## src/common/board_settings.svh

```systemverilog
`ifndef BOARD_SETTINGS_SVH
`define BOARD_SETTINGS_SVH

// Board resources

`define W_DIGIT    6
`define W_KEY      4
`define W_SW       10
`define W_LED      10
`define W_LAB_LED  4   // Lower LEDs, the rest mirror the dp

// Dividers, small values for simulation

`define TICK_DIV   8   // Clocks per slow tick
`define SCAN_DIV   4   // Clocks per display scan step

`endif

```

## src/common/seg_pkg.sv

```systemverilog
`default_nettype none

`include "board_settings.svh"

package seg_pkg;

    // One hexadecimal digit value
    typedef logic [3:0] hex_t;

    // Segments in abcdefgh order, a is the MSB and h the decimal point
    typedef logic [7:0] seg_t;

    // One-hot digit select of the scanned display
    typedef logic [`W_DIGIT - 1:0] digit_sel_t;

    // One static display, active low, bit 0 is segment a
    typedef logic [6:0] hex_drive_t;

endpackage

`default_nettype wire

```

## src/common/board_pkg.sv

```systemverilog
`default_nettype none

`include "board_settings.svh"

package board_pkg;

    typedef logic [`W_KEY     - 1:0] key_t;      // Keys, active high inside the lab
    typedef logic [`W_SW      - 1:0] sw_t;       // Slide switches
    typedef logic [`W_LAB_LED - 1:0] lab_led_t;  // LEDs driven by the lab

    // Counter value, one nibble per display digit
    typedef logic [4 * `W_DIGIT - 1:0] count_t;

endpackage

`default_nettype wire

```

## src/rtl/slow_tick_gen.sv

```systemverilog
`default_nettype none

`include "board_settings.svh"

module slow_tick_gen
#(
    parameter int unsigned div = `TICK_DIV  // Clocks per tick
)
(
    input  wire  clk,
    input  wire  rst,
    output logic tick
);

    localparam int unsigned w_cnt = (div > 1) ? $clog2(div) : 1;

    logic [w_cnt - 1:0] cnt;

    wire wrap = (cnt == w_cnt'(div - 1));

    always_ff @(posedge clk or posedge rst)
    begin
        if (rst)
        begin
            cnt  <= '0;
            tick <= 1'b0;
        end
        else
        begin
            cnt  <= wrap ? '0 : cnt + 1'b1;
            tick <= wrap;  // Registered, so the first tick lands div clocks after reset
        end
    end

    // A strobe, never a level
    a_tick_single : assert property (@(posedge clk) disable iff (rst) tick |=> !tick);

endmodule

`default_nettype wire

```

## src/rtl/lab_counter.sv

```systemverilog
`default_nettype none

`include "board_settings.svh"

module lab_counter
    import board_pkg::*;
(
    input  wire      clk,
    input  wire      rst,
    input  wire      tick,
    input  key_t     key,        // Active high
    input  sw_t      sw,
    output count_t   count,
    output logic     enable_dp,
    output lab_led_t led
);

    //------------------------------------------------------------

    wire enable = sw[0];

    // Same nibble on every digit
    wire [3:0] load_nibble = sw[7:4];

    always_ff @(posedge clk or posedge rst)
    begin
        if (rst)
            count <= '0;
        else if (key[0])
            count <= '0;                          // Clear wins
        else if (key[1])
            count <= {`W_DIGIT{load_nibble}};
        else if (tick && enable)
            count <= count + 1'b1;                // Wraps at 2**24
    end

    //------------------------------------------------------------

    // Decimal point of digit 0 shows that counting is on
    assign enable_dp = enable;

    assign led = count[`W_LAB_LED - 1:0];

endmodule

`default_nettype wire

```

## src/display/seg7_decoder.sv

```systemverilog
`default_nettype none

module seg7_decoder
    import seg_pkg::*;
(
    input  hex_t       hex,
    output logic [6:0] abcdefg   // Active high, a is bit 6
);

    always_comb
    begin
        case (hex)
            4'h0:    abcdefg = 7'b111_1110;
            4'h1:    abcdefg = 7'b011_0000;
            4'h2:    abcdefg = 7'b110_1101;
            4'h3:    abcdefg = 7'b111_1001;
            4'h4:    abcdefg = 7'b011_0011;
            4'h5:    abcdefg = 7'b101_1011;
            4'h6:    abcdefg = 7'b101_1111;
            4'h7:    abcdefg = 7'b111_0000;
            4'h8:    abcdefg = 7'b111_1111;
            4'h9:    abcdefg = 7'b111_1011;
            4'ha:    abcdefg = 7'b111_0111;
            4'hb:    abcdefg = 7'b001_1111;  // Lower case b
            4'hc:    abcdefg = 7'b100_1110;
            4'hd:    abcdefg = 7'b011_1101;  // Lower case d
            4'he:    abcdefg = 7'b100_1111;
            default: abcdefg = 7'b100_0111;  // F
        endcase
    end

endmodule

`default_nettype wire

```

## src/display/digit_scanner.sv

```systemverilog
`default_nettype none

`include "board_settings.svh"

module digit_scanner
    import seg_pkg::*;
    import board_pkg::*;
(
    input  wire        clk,
    input  wire        rst,
    input  count_t     count,
    input  wire        enable_dp,
    output digit_sel_t digit,
    output seg_t       abcdefgh
);

    localparam int unsigned w_idx = $clog2(`W_DIGIT);

    //------------------------------------------------------------
    // Scan timing

    logic step;

    slow_tick_gen
    #(
        .div  ( `SCAN_DIV )
    )
    i_prescaler
    (
        .clk  ( clk  ),
        .rst  ( rst  ),
        .tick ( step )
    );

    always_ff @(posedge clk or posedge rst)
    begin
        if (rst)
            digit <= digit_sel_t'(1);
        else if (step)
            digit <= {digit[`W_DIGIT - 2:0], digit[`W_DIGIT - 1]};  // Rotate left
    end

    //------------------------------------------------------------
    // Nibble select and decode

    logic [w_idx - 1:0] idx;
    logic [6:0]         abcdefg;

    always_comb
    begin
        idx = '0;
        for (int i = 0; i < `W_DIGIT; i++)
            if (digit[i])
                idx = w_idx'(i);
    end

    seg7_decoder i_decoder
    (
        .hex     ( hex_t'(count[4 * idx +: 4]) ),
        .abcdefg ( abcdefg                     )
    );

    // Only digit 0 carries a decimal point
    assign abcdefgh = {abcdefg, digit[0] & enable_dp};

    a_digit_onehot : assert property (@(posedge clk) disable iff (rst) $onehot(digit));

endmodule

`default_nettype wire

```

## src/display/seg_static_latch.sv

```systemverilog
`default_nettype none

`include "board_settings.svh"

module seg_static_latch
    import seg_pkg::*;
(
    input  wire        clk,
    input  wire        rst,
    input  seg_t       abcdefgh,
    input  digit_sel_t digit,
    output hex_drive_t hex0,
    output hex_drive_t hex1,
    output hex_drive_t hex2,
    output hex_drive_t hex3,
    output hex_drive_t hex4,
    output hex_drive_t hex5,
    output digit_sel_t dp
);

    //------------------------------------------------------------
    // Bit reversal, the static displays take segment a on bit 0

    seg_t hgfedcba;

    genvar i;

    generate
        for (i = 0; i < $bits(seg_t); i++)
        begin : g_rev
            assign hgfedcba[i] = abcdefgh[$bits(seg_t) - 1 - i];
        end
    endgenerate

    //------------------------------------------------------------
    // Sticky registers, one per display

    hex_drive_t hex_q [`W_DIGIT];

    always_ff @(posedge clk or posedge rst)
    begin
        if (rst)
        begin
            for (int n = 0; n < `W_DIGIT; n++)
                hex_q[n] <= '1;                       // Blank, the segments are active low
            dp <= '0;
        end
        else
        begin
            for (int n = 0; n < `W_DIGIT; n++)
                if (digit[n])
                begin
                    hex_q[n] <= ~hgfedcba[6:0];
                    dp[n]    <= hgfedcba[7];          // Decimal point stays positive
                end
        end
    end

    assign hex0 = hex_q[0];
    assign hex1 = hex_q[1];
    assign hex2 = hex_q[2];
    assign hex3 = hex_q[3];
    assign hex4 = hex_q[4];
    assign hex5 = hex_q[5];

endmodule

`default_nettype wire

```

## src/rtl/board_top.sv

```systemverilog
`default_nettype none

`include "board_settings.svh"

module board_top
    import seg_pkg::*;
    import board_pkg::*;
(
    input  wire                   clk,
    input  wire                   rst,
    input  key_t                  key,   // Active low on the board
    input  sw_t                   sw,
    output logic [`W_LED - 1:0]   ledr,
    output hex_drive_t            hex0,
    output hex_drive_t            hex1,
    output hex_drive_t            hex2,
    output hex_drive_t            hex3,
    output hex_drive_t            hex4,
    output hex_drive_t            hex5
);

    logic       tick;
    count_t     count;
    logic       enable_dp;
    lab_led_t   lab_led;
    digit_sel_t digit;
    seg_t       abcdefgh;
    digit_sel_t dp;

    //------------------------------------------------------------

    slow_tick_gen i_slow_tick_gen (.clk, .rst, .tick);

    lab_counter i_lab_counter
    (
        .clk       ( clk       ),
        .rst       ( rst       ),
        .tick      ( tick      ),
        .key       ( ~key      ),
        .sw        ( sw        ),
        .count     ( count     ),
        .enable_dp ( enable_dp ),
        .led       ( lab_led   )
    );

    digit_scanner i_digit_scanner (.clk, .rst, .count, .enable_dp, .digit, .abcdefgh);

    seg_static_latch i_seg_static_latch
        (.clk, .rst, .abcdefgh, .digit, .hex0, .hex1, .hex2, .hex3, .hex4, .hex5, .dp);

    //------------------------------------------------------------

    assign ledr = {dp, lab_led};  // Upper six LEDs act as the display dp

    // Scanner and latch together never light a dp past digit 0
    a_dp_upper_off : assert property (@(posedge clk) disable iff (rst)
        dp[`W_DIGIT - 1:1] == '0);

endmodule

`default_nettype wire

```

## config.mk

```make
export PLATFORM = sky130hd
export DESIGN_NAME = board_top
export DESIGN_NICKNAME = d
export VERILOG_FILES = /design/src/common/seg_pkg.sv /design/src/common/board_pkg.sv /design/src/rtl/slow_tick_gen.sv /design/src/rtl/lab_counter.sv /design/src/display/seg7_decoder.sv /design/src/display/digit_scanner.sv /design/src/display/seg_static_latch.sv /design/src/rtl/board_top.sv
export VERILOG_INCLUDE_DIRS = /design/src /design/src/common
export SDC_FILE = /design/constraint.sdc
export NUM_CORES = 1
export LEC_CHECK = 0
export BUFFER_PORTS_ARGS = -buffer_cell sky130_fd_sc_hd__buf_2
export CORE_ASPECT_RATIO = 0.8
export CORE_UTILIZATION = 50
export CTS_CLUSTER_DIAMETER = 100
export CTS_CLUSTER_SIZE = 24
export DETAILED_ROUTE_END_ITERATION = 8
export PLACE_DENSITY_LB_ADDON = 0.2
export SYNTH_ARGS = -nofsm -noshare
export SYNTH_HDL_FRONTEND = slang
export SYNTH_HIERARCHICAL = 1
export SYNTH_SLANG_ARGS = --single-unit
```

## constraint.sdc

```tcl
create_clock -name clk -period 3.85 [get_ports clk]
set_clock_uncertainty 0.05 [all_clocks]
set_input_delay 0.1925 -clock clk [delete_from_list [all_inputs] [get_ports clk]]
set_output_delay 0.1925 -clock clk [all_outputs]
set_load 0.02 [all_outputs]
```

# After elaboration in Yosys (flattened, before gate mapping)
# Memory sizes are Yosys's and may differ from the RTL's.
# Index checks and enable logic that the tools add are counted.
# word_totals
out_inout_bits	52
mem_bits_ro	112
memories	1
input_bits	16
regBits	85
# mem_list
name	words	width	rd	rd_clocked_by_memory_dff	write_ports	line	rtl
(name not given)	16	7	1	0	0	seg7_decoder.sv:12	case (hex)
# op_classes
bitwise	3
add_sub_neg	3
n_reduce_logical	2
shifts	1
n_eq_ne	2
muxes	10
# op_table
op	n
$mux 24	3
$add 24x1->24 const B	1
$shiftx 24x6->4	1
$mux 3	3
$not 7->7	1
$mux 2	3
$add 3x1->3 const B	1
$eq 3x3->1 const B	1
$reduce_bool 3->1	1
$add 2x1->2 const B	1
$eq 2x2->1 const B	1
$not 2->2	1
$and 1x1->1	1
$logic_and 1x1->1	1
$mux 1	1

# Logic depth before layout (Yosys ltp)
# Gate-level depths: netlist of the first run.
# An unclocked memory read counts as a cell.
# logic_depth
ltp_word	8
ltp_mapped	10

# Hierarchy
# The synthesis of the first run kept the hierarchy.
# by_module_without_submodules
module	cells_each	instances	seq_area_each_um2	area_each_um2
seg_static_latch	145	1	1253.7	1840.5
lab_counter	190	1	600.6	1524.0
digit_scanner	39	1	151.4	478.0
seg7_decoder	33	1	0.0	287.8
slow_tick_gen (i_slow_tick_gen)	8	1	100.1	132.6
slow_tick_gen (i_digit_scanner.i_prescaler)	6	1	75.1	95.1
board_top	4	1	0.0	15.0

# Least setup slack after synthesis of the first run
# OpenSTA, ideal clock, no wires.
# synth_timing
path_kind	reg2reg
from	register i_digit_scanner.digit[2]
to	register i_seg_static_latch.hex_q, in the netlist i_seg_static_latch/hex0[3]
required_ps	3727
path_stages_with_launch	10
n_path_buf	1
arrival_ps	2710
setup_slack_ps	1017
setup_time_ps	73
path_cell_list	dfrtp_1 -> or2_1 -> buf_6 -> a22o_1 -> mux4_1 -> inv_1 -> ha_1 -> inv_1 -> mux4_1 -> a21oi_1
# synth_between
elab_chain_len	7
# synth_lines
item	line	rtl
start: declaration	digit_scanner.sv:13	output digit_sel_t digit,
start signal: assignment	digit_scanner.sv:38	digit <= digit_sel_t'(1);
start signal: assignment	digit_scanner.sv:40	digit <= {digit[`W_DIGIT - 2:0], digit[`W_DIGIT - 1]};
$mux 2 (2 in a row)	digit_scanner.sv:53	if (digit[i])
$mux 3 (2 in a row)	digit_scanner.sv:53	
$shiftx 24x6->4	digit_scanner.sv:59	.hex ( hex_t'(count[4 * idx +: 4]) ),
$mem_v2 16x7	--	
via abcdefgh[4]	board_top.sv:27	seg_t abcdefgh;
$not 7->7	seg_static_latch.sv:53	hex_q[n] <= ~hgfedcba[6:0];
end signal: indexed assignment	seg_static_latch.sv:53	
end: declaration	seg_static_latch.sv:38	hex_drive_t hex_q [`W_DIGIT];
# The timed path passes the listed nets, and every way through them passes these cells.
# A chain may end at the register's enable or synchronous reset.

# Worst setup path after layout of the first run
# layout_timing
from	register i_digit_scanner.digit[1]
to	register i_seg_static_latch.hex_q, in the netlist i_seg_static_latch/hex1[3]
# layout_between
elab_chain_len	8
# layout_lines
item	line
$mux 1	digit_scanner.sv:53
$mux 2 (2 in a row)	digit_scanner.sv:53
$mux 3 (2 in a row)	digit_scanner.sv:53
$shiftx 24x6->4	digit_scanner.sv:59
$mem_v2 16x7	--
via abcdefgh[4]	board_top.sv:27
$not 7->7	seg_static_latch.sv:53
# The timed path passes the listed nets, and every way through them passes these cells.

==> results, run 1 <==
- The horizontal extent of the die is 106.5 um.
- The final hold violation count was 0.
- The violation count after the first detailed-routing iteration is 220.
- The count of cells in the finished layout, fillers not included, comes to 597.
- After layout, the worst path uses 88.46% of the clock period.
- The headroom to the max-slew limit is 34.47%.
- STA puts the critical path data arrival time at 3.64 ns.
- The most common cell after layout, fill and taps aside is buf_2.
- The final sum of negative setup slack is 0 ns.
- The sum of overflow across all layers after global routing is 0.
- The setup path with the least slack is of type register to register.
- When the netlist entered floorplanning its net count stood at 450.
- After clock tree synthesis, the clock-pin slew on the worst setup and hold paths is 0.08 ns.
- The number of antenna cells inserted is 0.
- The number of antenna-violating nets in the routed design is 0.
- The average cell area after synthesis is 10.32 um^2.
- The sequential cell area in the final layout is 0.002181 mm^2.
- Cells with a size suffix above 1 make up 31.13% of the layout.
- At the pin with the least slew margin, the transition time is 0.9818 ns.
- In this run the tool buffered the top-level ports with 60 buffer cells.
- The initial antenna violation count is 0.
- The first global-routing pass estimated 15680 um of wire.
- CTS saw 85 sinks.
- The relative area change from synthesis to final layout is 12.35%.
- Counting along the longest clock path gives a buffer depth of 2.
- STA classifies the critical path startpoint as a register.
- Along the worst path, the maximum fanout reaches 17.
- The tree is rooted in a clkbuf_8.
- After floorplanning, the core was divided into 30 placement rows.
- The total power density per cell area is 349.6 mW/mm^2.
- Across the run, the number of max-cap violations was 0.
- Global routing used 22.15% of the available tracks across all layers.
- The die is 85.58 um tall.
- Clock tree synthesis inserted a total of 9 buffers.
- VDD sags by at most 269.1 uV.
- After layout, the minimum clock period comes to 3.406 ns.
- The category of the worst setup path capture point is a register.
- For this run, design rule violations remaining after detail routing come to 0.
- The CTS tree is yes.
- Routability-driven placement finished with a final weighted congestion of 0.8768.
- The clock reaches the later pin of the worst-skew pair after 0.36 ns.
- The number of top-level pins is 68.
- The required time at the endpoint of the critical path is 4.09 ns.
- Setup repair after global routing left no endpoint under its margin.
- The combined area of all synthesized cells is 0.004365 mm^2.
- The layout net count is 507.
- The number of standard cells after synthesis is 423.
- The number of iterations in the first detailed-routing pass is 5.
- Counting tap cells, the placed design contains a total of 580 instances.
- Entering global routing, the biggest net connects 49 pins.
- The via count normalized by instance count is 5.586.
- The count of final max-slew check failures is 0.
- After clock tree synthesis, the setup repair step added 0 buffers.
- The routed length per instance is 15.80 um.
- The layout has 730 filler cells.
- The via count of the routed design is 3335.
- The placeable core area is 0.008483 mm^2.
- The die footprint is 0.009111 mm^2.
- The worst hold path belongs to the class input port to register.
- The half-perimeter wire length of the detailed placement result is 6564 um.
- In the final layout, the multi-input gates occupy 0.001857 mm^2.
- Setup violations remaining at the end of the flow were counted as 0.
- The library cells used most frequently in the layout, excluding fill and tap cells, are buf_2, a21oi_1, nor2_1.
- Static timing analysis puts the maximum clock frequency at 293.6 MHz.
- The leakage power is 2.255 nW.
- The via count of the first global-routing pass was 3112.
- The clock tree synthesis step divided the H-tree into 3 levels.
- The flow ran to the end, and the final reports show no timing, DRC or antenna violations.
- Summed over all layers, the routed wires come to 9430 um.
- The initial utilization of the core area, before any placement, comes to 51.46%.
- The count of synthesis-stage warnings from yosys is 6.
## final cells by class
cell class / instances / area share [%]
well taps: 112 / 2.857
multi-input cells: 272 / 37.86
inverters: 44 / 3.367
flip-flops and latches: 85 / 44.46
repair buffers: 68 / 7.398
clock buffers: 11 / 2.883
clock inverters: 5 / 1.173
## final timing paths
kind,start,end,slack [ns],cells after the start
min,sw[6],i_lab_counter/count[18],0.11,3
max reg2reg,i_digit_scanner/digit[1],i_seg_static_latch/hex1[3],0.44,8
min in group asynchronous,rst,i_digit_scanner/i_prescaler/tick,0.22,3
min reg2reg,i_digit_scanner/i_prescaler/cnt[0],i_digit_scanner/i_prescaler/cnt[0],0.39,1
max in group asynchronous,rst,i_lab_counter/count[6],2.56,3
max,i_digit_scanner/digit[1],i_seg_static_latch/hex1[3],0.44,8
## flip-flops by register name, summed over array words and instances (netlist names), 7 cells and up
name                     flops
i_lab_counter/count         24
i_seg_static_latch/hex1      7
i_seg_static_latch/hex5      7
i_seg_static_latch/hex4      7
i_seg_static_latch/hex2      7
i_seg_static_latch/hex3      7
i_seg_static_latch/hex0      7
## timing repair
action / CTS / global route
hold buffers: 1 / 0
hold endpoints to repair: 19 / 0
setup endpoints to repair: 0 / 0
gates resized for setup: 0 / 0
## metal layers
metal  GRT usage [%]  routed length [um]  up-vias
met5               0                   0        -
met4           6.849                 140        0
met3           5.395                 423       15
met2           33.59                4243       91
met1           31.61                4622     1632
li1                -                   -     1597
## power by group
group          internal [mW]  switching, mW
logic                 0.0478         0.0875
clock network          0.319          0.323
registers              0.910         0.0273
total                   1.28          0.438
## critical path, cell delays in order, from the launching register on
cell and delay [ns]:
dfrtp_1 0.60, nor3b_1 0.27, nor3_4 0.35, mux4_1 0.72, inv_1 0.18, ha_1 0.26, inv_1 0.07, mux4_1 0.61
a21oi_1 0.22
## metrics by stage
step	hold slack, ns	utilization [%]	power, mW	cell area [um^2]	setup WS, ns
2_1_floorplan	-0.1039	-	1.048	4365	1.017
3_3_place_gp	0.05327	55.35	1.083	4696	0.6328
3_5_place_dp	0.05537	55.35	1.087	4696	0.4849
4_1_cts	0.09026	57.82	1.734	4905	0.4337
5_1_grt	0.1318	57.82	1.789	4905	0.2467
6_report	0.1057	57.82	1.715	4905	0.4444
Note: power is estimated with default switching activity, not from simulation.
==> run 2, diff against run 1 <==
Settings changed: REMOVE_ABC_BUFFERS from default to 1.
==> results, run 2 (synthesis gave the netlist of run 1 again) <==
- The final hold violation count is 0.
- The count of buffers added by post-CTS timing repair for setup is 0.
- The total power density per cell area is 340.1 mW/mm^2.
- The required time at the endpoint of the critical path is 4.08 ns.
- The CTS tree is yes.
- Gates resized during post-CTS repair numbered 0.
- The internal portion of total power is 1.205 mW.
- The maximum clock rate is 301.1 MHz.
- The combinational group share of total power is 8.2%.
- Of the total power, the share spent switching nets is 27.64%.
- Data arrives at the worst endpoint at 3.55 ns.
- For the pin with the worst max-slew slack, the measured transition is 1.003 ns.
- The number of antenna-violating nets in the routed design is 0.
- The routability congestion estimate from global placement is 0.9263.
- The total of buffers placed on input and output ports is 60.
- The share of total power dissipated in sequential elements is 56.2%.
- The worst-case IR drop observed on VDD is 202.5 uV.
- In the final layout, the share of cells above drive strength 1 is 31.34%.
- The leakage power is 2.244 nW.
- The first detailed-routing pass ran for 5 iterations.
- In this run the number of H-tree levels came out at 3.
- The violation count after the first detailed-routing iteration is 199.
- TritonCTS created 9 clock buffers.
- In this run the worst hold path is classified as input port to register.
- The die covers 0.009111 mm^2.
- The headroom to the max-slew limit is 33.08%.
- At the later pin of the worst-skew pair, clock insertion delay measures 0.35 ns.
- The max-cap check violation count is 0.
- Compared with the post-synthesis result, the final layout area differs by 12.15%.
- After layout, the minimum clock period comes to 3.321 ns.
- The half-perimeter wire length of the detailed placement result is 6728 um.
- The highest fanout seen on the critical path is 13.
- After floorplanning, the core was sized to cover 0.008483 mm^2.
- For this run, the post-layout net count is 507.
- Measured along the y axis, the die boundary spans 85.58 um.
- The horizontal extent of the die is 106.5 um.
- The final sum of negative setup slack is 0 ns.
- The count of final max-slew check failures is 0.
- Setup repair after global routing left no endpoint under its margin.
- The number of antenna cells inserted is 0.
- The flip-flop count of the largest register after layout is 24.
- The initial antenna violation count is 0.
- The clock transition at the registers of the reported paths is 0.09 ns.
- The library cell used most frequently in the layout, excluding fill and tap cells, is buf_2.
- The pin count of the biggest net entering global routing is 49.
- After detailed routing, the number of remaining DRC violations is 0.
- The total number of placement rows is 30.
- The initial utilization of the core area, before any placement, comes to 51.46%.
- The first-pass GRT wire length is 15460 um.
- The worst setup path is captured at a register.
- Global routing used 22.10% of the available tracks.
- The register with the highest flop count is i_lab_counter/count.
- Clock tree synthesis found a total of 85 sinks.
- The critical path launch point type is a register.
- Once layout is complete, the utilization of the core stands at 57.71%.
- The sum of overflow across all layers after global routing is 0.
- Using the TritonRoute via totals, the vias-per-cell ratio works out to 5.585.
- The via count of the first global-routing pass came to 3061.
- The routed length per instance is 16.28 um.
- The total length of routed wires is 9718 um.
- The total of endpoints with negative setup slack in the final report is 0.
- The routed layout has 3334 vias.
- The classification of the worst setup path is register to register.
- Leaving out fill and tap cells, the most frequent cells in the layout are buf_2, a21oi_1, nor2_1.
- The part of the total power dissipated in the clock network is 35.6%.
- The flow ran to the end, and the final reports show no timing, DRC or antenna violations.
- Summed over all nets, the switching power comes to 0.4603 mW.
- The clock tree root buffer cell is clkbuf_8.
- 68 I/O pins were placed.
- The number of buffers on the longest clock path is 2.
- The worst path uses 86.27% of the clock period.
run 2: power by group through the flow:
stage | sequential [mW] | clock [mW] | combinational [mW]
floorplan | 0.946 | 0 | 0.0937
global placement | 0.951 | 0 | 0.131
detailed placement | 0.951 | 0 | 0.136
CTS | 0.936 | 0.616 | 0.137
global route | 0.939 | 0.647 | 0.153
finish | 0.936 | 0.593 | 0.136
run 2: layout make-up:
cell class	instances	area [um^2]
multi-input combinational	272	1857
tap	112	140.1
fill	755	3587
sequential	85	2181
timing repair buffer	68	362.8
clock inverter	7	66.31
inverter	44	165.2
clock buffer	9	123.9
run 2: stage by stage:
| stage | hold WS, ns | setup slack, ns | cells | area (um^2) | total power, mW |
|---|---|---|---|---|---|
| 2_1_floorplan | -0.1039 | 0.5360 | 401 | 4203 | 1.039 |
| 3_3_place_gp | 0.05190 | 0.6551 | 580 | 4696 | 1.082 |
| 3_5_place_dp | 0.05271 | 0.5355 | 580 | 4696 | 1.087 |
| 4_1_cts | 0.08784 | 0.4991 | 597 | 4896 | 1.689 |
| 5_1_grt | 0.1079 | 0.3218 | 597 | 4896 | 1.739 |
| 6_report | 0.1078 | 0.5285 | 597 | 4896 | 1.665 |
run 2: per-layer routing:
metal / up-vias / share of wire (%) / global-route usage, % / wire, um
met1: 1637 / 47 / 31.03 / 4578
met3: 11 / 4.9 / 4.711 / 474
met4: 0 / 1.2 / 6.600 / 114
met2: 94 / 47 / 34.77 / 4550
met5: - / 0 / 0 / 0
li1: 1592 / - / - / -
run 2: path summary, 6_finish.rpt:
kind,start,end,slack (ns),cells after the start
hold / removal,sw[6],i_lab_counter/count[22],0.11,3
hold reg to reg,i_digit_scanner/i_prescaler/cnt[0],i_digit_scanner/i_prescaler/cnt[0],0.38,1
max in group asynchronous,rst,i_lab_counter/count[14],2.53,3
setup reg to reg,i_digit_scanner/digit[5],i_seg_static_latch/hex2[3],0.53,9
min in group asynchronous,rst,i_digit_scanner/i_prescaler/cnt[1],0.23,3
setup / recovery,i_digit_scanner/digit[5],i_seg_static_latch/hex2[3],0.53,9
run 2: worst max-delay path, cell delays in order, from the launching register on:
cell	delay [ns]
dfrtp_1	0.67
nor2_4	0.29
nand2_2	0.14
a22o_1	0.23
mux4_1	0.57
inv_1	0.17
ha_1	0.25
inv_1	0.05
mux4_1	0.61
a21oi_1	0.22
run 2: timing repair:
action | in CTS | in global routing
endpoints found under the hold margin | 19 | 0
hold buffers | 1 | 0
endpoints found under the setup margin | 0 | 0
==> run 3, diff against run 2 <==
Settings changed: ABC_AREA from default to 1.
==> results, run 3 <==
- The run finished with clean final reports.
- The number of standard cells after synthesis is 626.
- After routing the design area is 0.005299 mm^2.
- The clock period could shrink to 2.789 ns.
- In the final routed layout, each cell accounts on average for 13.82 um.
- After floorplanning, the core was divided into 31 placement rows.
- The count of buffers added by post-CTS timing repair for setup is 0.
- The total of endpoints with negative setup slack in the final report is 0.
- The arrival time at the worst endpoint is 3.01 ns.
- The sum of overflow across all layers after global routing is 0.
- The routability congestion estimate from global placement is 0.8821.
- The average cell area after synthesis is 7.517 um^2.
- Measured along the x axis, the die boundary spans 110.5 um.
- Setup repair after global routing left no endpoint under its margin.
- The number of top-level pins is 68.
- Compared with the post-synthesis result, the final layout area differs by 12.60%.
- The aggregate global-route resource usage is 23.20%.
- The classification of the worst setup path is register to register.
- The number of buffers on the longest clock path is 2.
- The combinational group share of total power is 11.6%.
- The synthesized netlist occupies a cell area of 0.004706 mm^2.
- The number of fillers in the final layout is 865.
- In the final timing run, aggregate negative setup slack is 0 ns.
- The share of the core filled with cells is 58.38%.
- The floorplan step defined a core boundary enclosing 0.009076 mm^2.
- The sequential cell area in the final layout is 0.002181 mm^2.
- The number of gates resized after CTS was 0.
- The via count of the routed design is 4071.
- In the final layout, the multi-input gates occupy 0.002076 mm^2.
- The half-perimeter wire length of the detailed placement result is 7772 um.
- The required time at the endpoint of the critical path is 4.08 ns.
- The clock tree root buffer cell is clkbuf_16.
- The maximum resistive drop on vdd is 276.2 uV.
- At the pin with the least slew margin, the transition time is 1.018 ns.
- The number of buffers added by the clock tree synthesis step is 9.
- The clock tree synthesis step divided the H-tree into 3 levels.
- TritonCTS built the clock tree.
- The number of design rule violations left after detail routing is 0.
- During synthesis, Yosys emitted a total of 6 warnings.
- Once detail routing completed, the nets flagged for antenna violations numbered 0.
- The part of the total power dissipated in the clock network is 40.9%.
- The via count of the first global-routing pass is 3636.
- The final hold violation count is 0.
- The die footprint is 0.009806 mm^2.
- Power spread over the standard cell area amounts to 380.0 mW/mm^2.
- The total length of routed wires is 11070 um.
- The most common cell after layout, fill and taps aside is nand2_1.
- The library cells used most frequently in the layout, excluding fill and tap cells, are nand2_1, inv_1, buf_2.
- The leakage power is 2.742 nW.
- Registers are responsible for 47.5% of the overall power.
- Clock tree synthesis found a total of 85 sinks.
- The register with the highest flop count is i_lab_counter/count.
- Internal power comes to 1.443 mW.
- Clock-pin slew was measured on the worst setup and hold paths at 0.07 ns.
- The initial antenna violation count is 0.
- The violation count after the first detailed-routing iteration is 305.
- During placement, the flow inserted port buffers numbering 60.
- The switching power total is 0.5707 mW.
- The vertical die dimension is 88.77 um.
- Along the worst path, the maximum fanout reaches 12.
- Excluding fillers, the count of instances in the completed layout stands at 801.
- Of the cells placed in the final design, the portion with a size suffix greater than 1 is 25.22%.
- The register with the most flip-flops in the layout has 24 of them.
- The first global-routing pass estimated 17720 um of wire.
- Dividing the detail-routed via count by the number of cells gives 5.082.
- The path class of the lowest-slack min-delay path is input port to register.
- Buffers inserted to repair hold after CTS numbered 1.
- The effective utilization at floorplan is 51.85%.
- The maximum clock rate is 358.6 MHz.
- The placed instances occupy a cell area of 0.005010 mm^2.
- The tightest hold path in the finished design has a slack of 0.2645 ns.
- Headroom to the max-slew limit came out at 32.07%.
- The pre-antenna-repair detailed-routing pass consisted of 5 iterations.
- 0 antenna diodes ended up in the layout.
- The count of final max-slew check failures came to 0.
- In the finished design, the share of the clock period the worst path needs comes to 72.44%.
- The switching share of total power is 28.34%.
- The layout net count is 708.
- The pin count of the biggest net entering global routing is 49.
- After detailed placement, the design holds a cell count of 784.
- STA classifies the critical path endpoint as a register.
- The max-cap check violation count is 0.
- The insertion delay to the later sink of the worst-skew pair is 0.34 ns.
- STA classifies the critical path startpoint as a register.
[run 3: cell type report]
| cell class | instances | area share [%] |
|---|---|---|
| Inverter | 80 | 5.691 |
| Clock inverter | 4 | 0.6139 |
| Multi-Input combinational cell | 443 | 39.17 |
| Sequential cell | 85 | 41.16 |
| Tap cell | 115 | 2.715 |
| Clock buffer | 12 | 4.652 |
| Timing Repair Buffer | 62 | 5.998 |
[run 3: worst paths after layout]
path | startpoint | to | slack, ns | cells after the start
min | key[1] | i_lab_counter/count[12] | 0.26 | 4
min in group asynchronous | rst | i_digit_scanner/i_prescaler/tick | 0.27 | 3
max | i_digit_scanner/digit[3] | i_seg_static_latch/hex5[0] | 1.06 | 15
max in group asynchronous | rst | i_lab_counter/count[11] | 2.48 | 3
max reg2reg | i_digit_scanner/digit[3] | i_seg_static_latch/hex5[0] | 1.06 | 15
min reg2reg | i_slow_tick_gen/cnt[0] | i_slow_tick_gen/cnt[0] | 0.38 | 1
[run 3: routing by layer]
metal | GRT usage (%) | vias to the layer above | routed length [um]
met3 | 4.726 | 10 | 737
met1 | 33.72 | 1911 | 5383
met4 | 7.515 | 0 | 94
met5 | 0 | - | 0
met2 | 34.78 | 128 | 4852
li1 | - | 2022 | -
[run 3: per-stage QoR]
step	total power [mW]	setup slack, ns
2_1_floorplan	1.121	1.610
3_3_place_gp	1.193	1.191
3_5_place_dp	1.200	1.144
4_1_cts	2.033	1.120
5_1_grt	2.108	0.7257
6_report	2.013	1.061
[run 3: critical path, stage by stage, from the launching register on]
cell	delay (ns)
dfrtp_1	0.60
inv_1	0.13
nand2_1	0.10
nand2_2	0.07
nand2_2	0.20
inv_1	0.14
o21ai_0	0.22
o21ai_2	0.13
inv_1	0.14
ha_1	0.24
nand2_1	0.10
nand3_1	0.10
nand2_1	0.06
inv_1	0.23
nand2_1	0.12
nand2_1	0.10
[run 3: power by group through the flow]
stage	registers [mW]	clock network (mW)	logic, mW
2_1_floorplan	0.963	0	0.158
3_3_place_gp	0.970	0	0.223
3_5_place_dp	0.970	0	0.230
4_1_cts	0.956	0.845	0.232
5_1_grt	0.962	0.882	0.264
6_report	0.957	0.823	0.234
